<file path="src/source/qla_pkg.sv">
// --------------------------------------
// shared types for the motor controller register bus:
// address map, offsets, bus structs and FSM states
// import with qla_pkg::* in the module header
// --------------------------------------
`default_nettype none

package qla_pkg;

    // --------------------------------------
    // sizes and basic words
    // --------------------------------------
    localparam int num_axes = 4;          // fixed by channel addressing

    typedef logic [15:0] reg_addr_t;      // [7:4] channel, [3:0] offset
    typedef logic [31:0] reg_data_t;
    typedef logic [15:0] cur_t;           // offset binary, 0x8000 = zero amps

    typedef cur_t [num_axes:1] cur_vec_t;         // axis 1 in lowest slot
    typedef logic [num_axes:1] axis_bits_t;       // one bit per axis

    localparam cur_t       cur_mid    = 16'h8000; // midscale
    localparam logic [3:0] chan_board = 4'd0;     // board i/o channel

    // --------------------------------------
    // register offsets within a channel
    // --------------------------------------
    typedef enum logic [3:0] {
        off_adc_data  = 4'd0,             // axis: current feedback
        off_dac_ctrl  = 4'd1,             // axis: current command
        off_dout_ctrl = 4'd2              // board: digital outputs
    } reg_offset_e;

    // board status shares offset 0 with adc data on the axis channels
    localparam reg_offset_e off_board_status = off_adc_data;

    // host request, one access at a time
    typedef struct packed {
        logic      write;
        reg_addr_t addr;
        reg_data_t wdata;
    } bus_req_t;

    // write bus broadcast to all register blocks
    typedef struct packed {
        logic      en;                    // single cycle strobe
        reg_addr_t addr;
        reg_data_t data;
    } reg_wr_t;

    typedef enum logic [1:0] {
        st_idle,
        st_access,
        st_respond
    } bus_state_e;

    // address field helpers
    function automatic logic [3:0] addr_chan(reg_addr_t addr);
        return addr[7:4];
    endfunction

    function automatic reg_offset_e addr_off(reg_addr_t addr);
        return reg_offset_e'(addr[3:0]);
    endfunction

endpackage

`default_nettype wire
</file>
<file path="src/source/qla_ctrl_top.sv">
// --------------------------------------
// motor controller register side: host bus port,
// board channel, axis commands and per-axis safety
// --------------------------------------
`timescale 1ns/100ps
`default_nettype none

module qla_ctrl_top import qla_pkg::*; #(
    parameter cur_t safety_margin = 16'h0100,  // added to 2x command
    parameter int   safety_hold   = 4          // cycles before trip
) (
    input  wire              sysclk,
    input  wire              rst_n,
    // host request / response
    input  wire              req_valid,
    input  wire bus_req_t    req,
    output logic             req_ready,
    output logic             resp_valid,
    output reg_data_t        resp_rdata,
    input  wire              resp_ready,
    // board i/o
    input  wire [3:0]        wenid,
    input  wire cur_vec_t    cur_fb,           // adc feedback, parallel
    output cur_vec_t         cur_cmd,          // dac command, parallel
    output axis_bits_t       amp_disable,
    output logic             pwr_enable,
    output logic [3:0]       dout
);

    // --------------------------------------
    // internal buses
    // --------------------------------------
    reg_wr_t    wr;                            // shared write bus
    reg_addr_t  rd_addr;
    reg_data_t  board_rdata;
    reg_data_t  dac_rdata;
    axis_bits_t trip;

    reg_bus_port bus_port_i (
        .sysclk      (sysclk),
        .rst_n       (rst_n),
        .req_valid   (req_valid),
        .req         (req),
        .req_ready   (req_ready),
        .resp_valid  (resp_valid),
        .resp_rdata  (resp_rdata),
        .resp_ready  (resp_ready),
        .wr          (wr),
        .rd_addr     (rd_addr),
        .board_rdata (board_rdata),
        .dac_rdata   (dac_rdata),
        .cur_fb      (cur_fb)
    );

    // channel 0, board i/o
    board_regs chan0_i (
        .sysclk      (sysclk),
        .rst_n       (rst_n),
        .wr          (wr),
        .rd_addr     (rd_addr),
        .board_rdata (board_rdata),
        .wenid       (wenid),
        .trip        (trip),
        .pwr_enable  (pwr_enable),
        .dout        (dout),
        .amp_disable (amp_disable)
    );

    dac_regs dac_i (
        .sysclk    (sysclk),
        .rst_n     (rst_n),
        .wr        (wr),
        .rd_addr   (rd_addr),
        .dac_rdata (dac_rdata),
        .cur_cmd   (cur_cmd)
    );

    // --------------------------------------
    // safety check per axis
    // --------------------------------------
    for (genvar gi = 1; gi <= num_axes; gi++) begin : g_safety
        safety_check #(
            .axis          (gi),
            .safety_margin (safety_margin),
            .safety_hold   (safety_hold)
        ) safe_i (
            .sysclk       (sysclk),
            .rst_n        (rst_n),
            .wr           (wr),
            .cur_fb_axis  (cur_fb[gi]),
            .cur_cmd_axis (cur_cmd[gi]),
            .trip         (trip[gi])
        );
    end

endmodule

`default_nettype wire

</file>
<file path="src/source/safety_check.sv">
// --------------------------------------
// overcurrent check for one axis: trips when feedback
// exceeds twice the command plus a margin for a run of
// cycles, cleared by a new command write
// --------------------------------------
`timescale 1ns/100ps
`default_nettype none

module safety_check import qla_pkg::*; #(
    parameter int   axis          = 1,        // 1 to num_axes
    parameter cur_t safety_margin = 16'h0100,
    parameter int   safety_hold   = 4         // cycles over limit
) (
    input  wire              sysclk,
    input  wire              rst_n,
    input  wire reg_wr_t     wr,
    input  wire cur_t        cur_fb_axis,
    input  wire cur_t        cur_cmd_axis,
    output logic             trip
);

    localparam int cnt_w = $clog2(safety_hold + 1);

    cur_t             fb_mag;
    cur_t             cmd_mag;
    logic [17:0]      limit;                  // 2*cmd + margin, no overflow
    logic             over;
    logic             clr;
    logic [cnt_w-1:0] cnt;

    // distance from midscale
    assign fb_mag  = (cur_fb_axis >= cur_mid) ? cur_fb_axis - cur_mid
                                              : cur_mid - cur_fb_axis;
    assign cmd_mag = (cur_cmd_axis >= cur_mid) ? cur_cmd_axis - cur_mid
                                               : cur_mid - cur_cmd_axis;

    assign limit = {1'b0, cmd_mag, 1'b0} + {2'b00, safety_margin};
    assign over  = {2'b00, fb_mag} > limit;

    // new command on this axis rearms the check
    assign clr = wr.en && (addr_chan(wr.addr) == 4'(axis))
                       && (addr_off(wr.addr) == off_dac_ctrl);

    always_ff @(posedge sysclk or negedge rst_n) begin
        if (!rst_n) begin
            cnt  <= '0;
            trip <= 1'b0;
        end else if (clr) begin
            cnt  <= '0;
            trip <= 1'b0;
        end else begin
            if (!over)
                cnt <= '0;                    // must be consecutive
            else if (cnt != cnt_w'(safety_hold))
                cnt <= cnt + 1'b1;            // saturates at hold
            if (cnt == cnt_w'(safety_hold))
                trip <= 1'b1;                 // latched
        end
    end

endmodule

`default_nettype wire

</file>
<file path="src/source/dac_regs.sv">
// --------------------------------------
// axis current command registers, one per axis,
// written at the dac offset of channels 1 to 4
// --------------------------------------
`timescale 1ns/100ps
`default_nettype none

module dac_regs import qla_pkg::*; (
    input  wire              sysclk,
    input  wire              rst_n,
    input  wire reg_wr_t     wr,
    input  wire reg_addr_t   rd_addr,
    output reg_data_t        dac_rdata,
    output cur_vec_t         cur_cmd      // parallel command out
);

    // write into the addressed axis slot
    always_ff @(posedge sysclk or negedge rst_n) begin
        if (!rst_n) begin
            cur_cmd <= {num_axes{cur_mid}};    // zero current
        end else if (wr.en && (addr_off(wr.addr) == off_dac_ctrl)) begin
            for (int a = 1; a <= num_axes; a++) begin
                if (addr_chan(wr.addr) == 4'(a))
                    cur_cmd[a] <= wr.data[15:0];
            end
        end
    end

    // readback of the addressed axis, channel 0 reads 0
    always_comb begin
        dac_rdata = '0;
        for (int a = 1; a <= num_axes; a++) begin
            if (addr_chan(rd_addr) == 4'(a))
                dac_rdata = {16'h0000, cur_cmd[a]};
        end
    end

endmodule

`default_nettype wire

</file>
<file path="src/source/board_regs.sv">
// --------------------------------------
// channel 0 board registers: status with board id,
// power and amplifier enables, digital outputs and
// the per-axis amplifier disable lines
// --------------------------------------
`timescale 1ns/100ps
`default_nettype none

module board_regs import qla_pkg::*; (
    input  wire              sysclk,
    input  wire              rst_n,
    input  wire reg_wr_t     wr,
    input  wire reg_addr_t   rd_addr,
    output reg_data_t        board_rdata,
    input  wire [3:0]        wenid,       // rotary switch, active low
    input  wire axis_bits_t  trip,        // latched safety trips
    output logic             pwr_enable,
    output logic [3:0]       dout,
    output axis_bits_t       amp_disable
);

    axis_bits_t amp_en;
    logic       wr_chan0;

    assign wr_chan0 = wr.en && (addr_chan(wr.addr) == chan_board);

    // --------------------------------------
    // channel 0 writes
    // --------------------------------------
    always_ff @(posedge sysclk or negedge rst_n) begin
        if (!rst_n) begin
            pwr_enable <= 1'b0;
            amp_en     <= '0;
            dout       <= '0;
        end else if (wr_chan0) begin
            case (addr_off(wr.addr))
                off_board_status: begin
                    pwr_enable <= wr.data[19];
                    amp_en     <= wr.data[3:0];   // axis 1 in bit 0
                end
                off_dout_ctrl: dout <= wr.data[3:0];
                default: ;                        // other offsets ignored
            endcase
        end
    end

    // any of: not enabled, tripped, board power off
    assign amp_disable = ~amp_en | trip | {num_axes{~pwr_enable}};

    // --------------------------------------
    // readback
    // --------------------------------------
    always_comb begin
        case (addr_off(rd_addr))
            off_board_status: begin
                board_rdata = {
                    4'h0,
                    ~wenid,                   // board id
                    4'h0,
                    pwr_enable,               // bit 19
                    7'h00,
                    trip,                     // bits 11:8
                    4'h0,
                    amp_en                    // bits 3:0
                };
            end
            off_dout_ctrl: board_rdata = {28'h0, dout};
            default:       board_rdata = '0;
        endcase
    end

endmodule

`default_nettype wire

</file>
<file path="src/source/reg_bus_port.sv">
// --------------------------------------
// host side of the register bus: takes one valid/ready
// request, strobes the write bus, selects and holds the
// response word until the host takes it
// --------------------------------------
`timescale 1ns/100ps
`default_nettype none

module reg_bus_port import qla_pkg::*; (
    input  wire              sysclk,
    input  wire              rst_n,
    input  wire              req_valid,
    input  wire bus_req_t    req,
    output logic             req_ready,
    output logic             resp_valid,
    output reg_data_t        resp_rdata,
    input  wire              resp_ready,
    output reg_wr_t          wr,          // to all register blocks
    output reg_addr_t        rd_addr,
    input  wire reg_data_t   board_rdata,
    input  wire reg_data_t   dac_rdata,
    input  wire cur_vec_t    cur_fb
);

    bus_state_e state;
    bus_req_t   req_q;                    // captured request
    reg_data_t  rd_sel;                   // selected read word

    assign req_ready = (state == st_idle);
    assign rd_addr   = req_q.addr;

    // write strobe only while in access
    always_comb begin
        wr.en   = (state == st_access) && req_q.write;
        wr.addr = req_q.addr;
        wr.data = req_q.wdata;
    end

    // --------------------------------------
    // read decode by channel / offset
    // --------------------------------------
    always_comb begin
        rd_sel = '0;                      // unused channels read 0
        if (req_q.write) begin
            rd_sel = '0;                  // writes answer with 0
        end else if (addr_chan(rd_addr) == chan_board) begin
            rd_sel = board_rdata;
        end else begin
            for (int a = 1; a <= num_axes; a++) begin
                if (addr_chan(rd_addr) == 4'(a)) begin
                    case (addr_off(rd_addr))
                        off_dac_ctrl: rd_sel = dac_rdata;
                        off_adc_data: rd_sel = {16'h0000, cur_fb[a]};
                        default:      rd_sel = '0;
                    endcase
                end
            end
        end
    end

    always_ff @(posedge sysclk) begin
        if (req_valid && req_ready)
            req_q <= req;                 // payload, held until next accept
    end

    // --------------------------------------
    // request / response FSM
    // --------------------------------------
    always_ff @(posedge sysclk or negedge rst_n) begin
        if (!rst_n) begin
            state      <= st_idle;
            resp_valid <= 1'b0;
            resp_rdata <= '0;
        end else begin
            case (state)
                st_idle: if (req_valid) state <= st_access;
                st_access: state <= st_respond;   // write lands here
                st_respond: begin
                    if (!resp_valid) begin
                        resp_valid <= 1'b1;       // data sees the write
                        resp_rdata <= rd_sel;
                    end else if (resp_ready) begin
                        resp_valid <= 1'b0;
                        state      <= st_idle;
                    end
                end
                default: state <= st_idle;
            endcase
        end
    end

endmodule

`default_nettype wire

</file>
<file path="config.mk">
export PLATFORM = sky130hd
export DESIGN_NAME = qla_ctrl_top
export DESIGN_NICKNAME = d
export VERILOG_FILES = /design/src/source/qla_pkg.sv /design/src/source/qla_ctrl_top.sv /design/src/source/safety_check.sv /design/src/source/dac_regs.sv /design/src/source/board_regs.sv /design/src/source/reg_bus_port.sv
export SDC_FILE = /design/constraint.sdc
export NUM_CORES = 1
export LEC_CHECK = 0
export BUFFER_PORTS_ARGS = -buffer_cell sky130_fd_sc_hd__buf_4
export CELL_PAD_IN_SITES_DETAIL_PLACEMENT = 2
export CELL_PAD_IN_SITES_GLOBAL_PLACEMENT = 2
export CORE_ASPECT_RATIO = 1.4
export CORE_MARGIN = 2
export CORE_UTILIZATION = 34
export CTS_CLUSTER_DIAMETER = 30
export DETAILED_ROUTE_END_ITERATION = 16
export PLACE_DENSITY_LB_ADDON = 0.15
export SETUP_SLACK_MARGIN = 0.1
export SLEW_MARGIN = 20
export SYNTH_ARGS = -nofsm -noshare
export SYNTH_HDL_FRONTEND = slang
export SYNTH_SLANG_ARGS = --single-unit
</file>
<file path="constraint.sdc">
create_clock -name sysclk -period 4.3 [get_ports sysclk]
set_input_delay 0.43 -clock sysclk [delete_from_list [all_inputs] [get_ports sysclk]]
set_output_delay 0.43 -clock sysclk [all_outputs]
set_load 0.005 [all_outputs]
</file>
==> reports/qor.txt <==
final hold violations - 0
CP arrival - 4.24 ns
wire per inst - 24.8 um
Post-Syn Instances - 1386
CTS Sinks - 139
RSZ-0062 raised after global routing - no
post-synthesis sequential area ratio - 0.302
Vias per Instance - 5.74
Fill cells - 3968
Avg Cell Area, Syn - 8.64 um2
Cell Rows - 81
largest net degree at the start of global routing - 60
DRC - 0
final layout net count - 1742
DRT Wirelength - 49.9 mm
die area - 36700 um2
Synth Register Bits - 139
CTS tree - done
Main synth FF type - dfrtp_1
share of layout cells above drive strength 1 - 0.234
DR iter-0 viols - 563
Total Neg Setup Slack - 0 ns
DRT Pass-1 Iters - 6
CTS HTree Levels - 4
aggregate global routing overflow - 0
Final Max Tran Viols - 0
setup ws final - 0.392 ns
clock skew - 0.0138 ns
CTS Buffer Depth - 2
Reg2Reg Depth - 15
Yosys warning total - 0
minimum clock period after layout - 3.91 ns
Synth area leaders - dfrtp_1 (23%), ha_1 (8.4%), edfxtp_1 (6.5%)
Setup crit start kind - flip-flop
I/O pins - 228
Skew-Pair Late Insertion Delay - 0.45 ns
Slew @ Worst Pin - 0.985 ns
Max VDD drop - 0.000235 V
Die Wd - 163 um
status - completed
root buffer cell - clkbuf_16
DRT antenna net count - 0
Pwr Density - 381 nW/um2
number of port buffers - 193
CP max FO - 8
gr usage total - 0.271
Synth area leader - dfrtp_1
via count - 11500
clk slew on worst S/H paths - 0.07 ns
Detailed Place HPWL - 39.2 mm
CP required - 4.63 ns
global-route wire length before repair - 75.0 mm
final cell count without fillers - 2013
fmax - 256 MHz
Final Power - 0.00552 W
Area after DPL - 13800 um2
Post-synth EDFFs - 26
Final setup viols - 0
post-route cell area - 14500 um2
synthesized area - 12000 um2
die height - 226 um
Slew HR - 0.334
FFs w/ async S/R, synth - 0.813
number of max-cap violations - 0
vias in the first global route - 12200
core box area - 34900 um2
RePlAce Congestion - 0.900
initial antenna violation count - 3
Area growth, synth to finish - 21.0%
hold-fix buffers at CTS - 0
final period utilization - 0.909
post-synthesis cell type count - 81
Yosys top cell area share - 0.228
Initial Util - 0.343
worst hold path type - in -> async
Num CTS Buffers - 17
Cells after DPL - 1977
Lkg Pwr - 6.44 nW
dpl ws - 0.244 ns
crit path kind - reg -> reg
CP Capture Type - flip-flop
==> worst max-delay path, stage by stage (launching register included) <==
cell      delay (ns)
dfrtp_1         0.50
inv_1           0.10
ha_1            0.31
and3b_2         0.32
a21oi_1         0.18
xor2_1          0.21
ha_1            0.24
inv_1           0.10
a221oi_1        0.27
o22ai_1         0.16
xnor2_1         0.25
ha_1            0.30
nand4_1         0.10
nor4_1          0.07
nor3_1          0.37
nor4b_1         0.31
==> Yosys cell counts, types with 21 or more instances <==
cell,instances
a31oi_1,28
xor2_1,64
nor2_1,116
a21oi_1,105
ha_1,80
clkbuf_1,56
nor3_1,51
o31ai_1,21
dfrtp_1,109
edfxtp_1,26
nand2_1,120
nor4_1,24
mux2i_1,22
o21ai_0,53
xnor2_1,60
or3_1,22
inv_1,52
a211oi_1,23
mux2_2,58
==> flip-flops by register name (all words and copies together) (netlist names) <==
register               count
g_safety.safe_i.trip       4
bus_port_i.state           2
bus_port_i.req_q           1
bus_port_i.wr             17
bus_port_i.rd_addr         8
chan0_i.pwr_enable         1
chan0_i.amp_en             4
chan0_i.dout               4
g_safety.safe_i.cnt       12
bus_port_i.resp_rdata     21
bus_port_i.resp_valid      1
dac_i.cur_cmd             64
==> cells by family after synthesis <==
family | Yosys count | share of synthesized area
other cells | 1 | 0.000313
xor+xnor | 124 | 0.0907
fa+ha+maj | 80 | 0.0836
buf+inv | 155 | 0.0578
compound gates | 344 | 0.190
mux | 80 | 0.0730
flops | 139 | 0.302
simple gates | 463 | 0.203
==> layout make-up <==
class	count	area, um2	share of cell area
inverters	52	195	0.0135
diodes	3	7.51	0.000518
multi-input cells	1102	7760	0.536
repair buffers	229	1720	0.119
clock buffers	17	425	0.0294
flip-flops and latches	139	3610	0.250
clock inverters	15	189	0.0130
well taps	456	571	0.0394
==> per-layer routing <==
layer,share of wire,vias to the layer above,global-route usage
li1,-,5349,-
met1,0.41,5892,0.329
met2,0.51,234,0.485
met3,0.032,71,0.0338
met4,0.039,0,0.110
met5,0,-,0
==> metrics by stage <==
step	utilization	hold slack (ns)
global placement	0.397	0.431
detailed placement	0.397	0.473
global route	0.415	0.118
CTS	0.414	0.0933
floorplan	-	0.134
finish	0.415	0.0617
==> path summary, 6_finish.rpt <==
path / from / slack, ns / to
max: dac_i.cur_cmd[16] / 0.39 / g_safety[2].safe_i.cnt[1]
min: rst_n / 0.06 / g_safety[3].safe_i.cnt[2]
max reg2reg: dac_i.cur_cmd[16] / 0.39 / g_safety[2].safe_i.cnt[1]
min reg2reg: bus_port_i.resp_rdata[25] / 0.48 / bus_port_i.resp_rdata[25]
max in group asynchronous: rst_n / 3.14 / dac_i.cur_cmd[49]
min in group sysclk: req[13] / 0.15 / bus_port_i.wr[13]
==> placed cells by master, fill, tap and decap left out, drive strengths merged, types with 54 or more instances in the layout <==
cell type / instances
o21ai: 56
xnor2: 60
buf: 229
nor2: 116
ha: 80
a21oi: 105
xor2: 64
inv: 65
nor3: 54
mux2: 58
nand2: 120
dfrtp: 109
==> power by group <==
| part | internal, W | switching [W] |
|---|---|---|
| clock | 0.000891 | 0.000700 |
| combinational | 0.000931 | 0.00126 |
| sequential | 0.00150 | 0.000235 |
| total | 0.00332 | 0.00220 |
==> repair_timing <==
| action | 4_1_cts | 5_1_grt |
|---|---|---|
| endpoints found under the setup margin | 0 | 9 |
| buffers inserted | 0 | 1 |
| resized for setup | 0 | 6 |
| hold endpoints to repair | 0 | 0 |
Power figures use the tool's default switching activity.
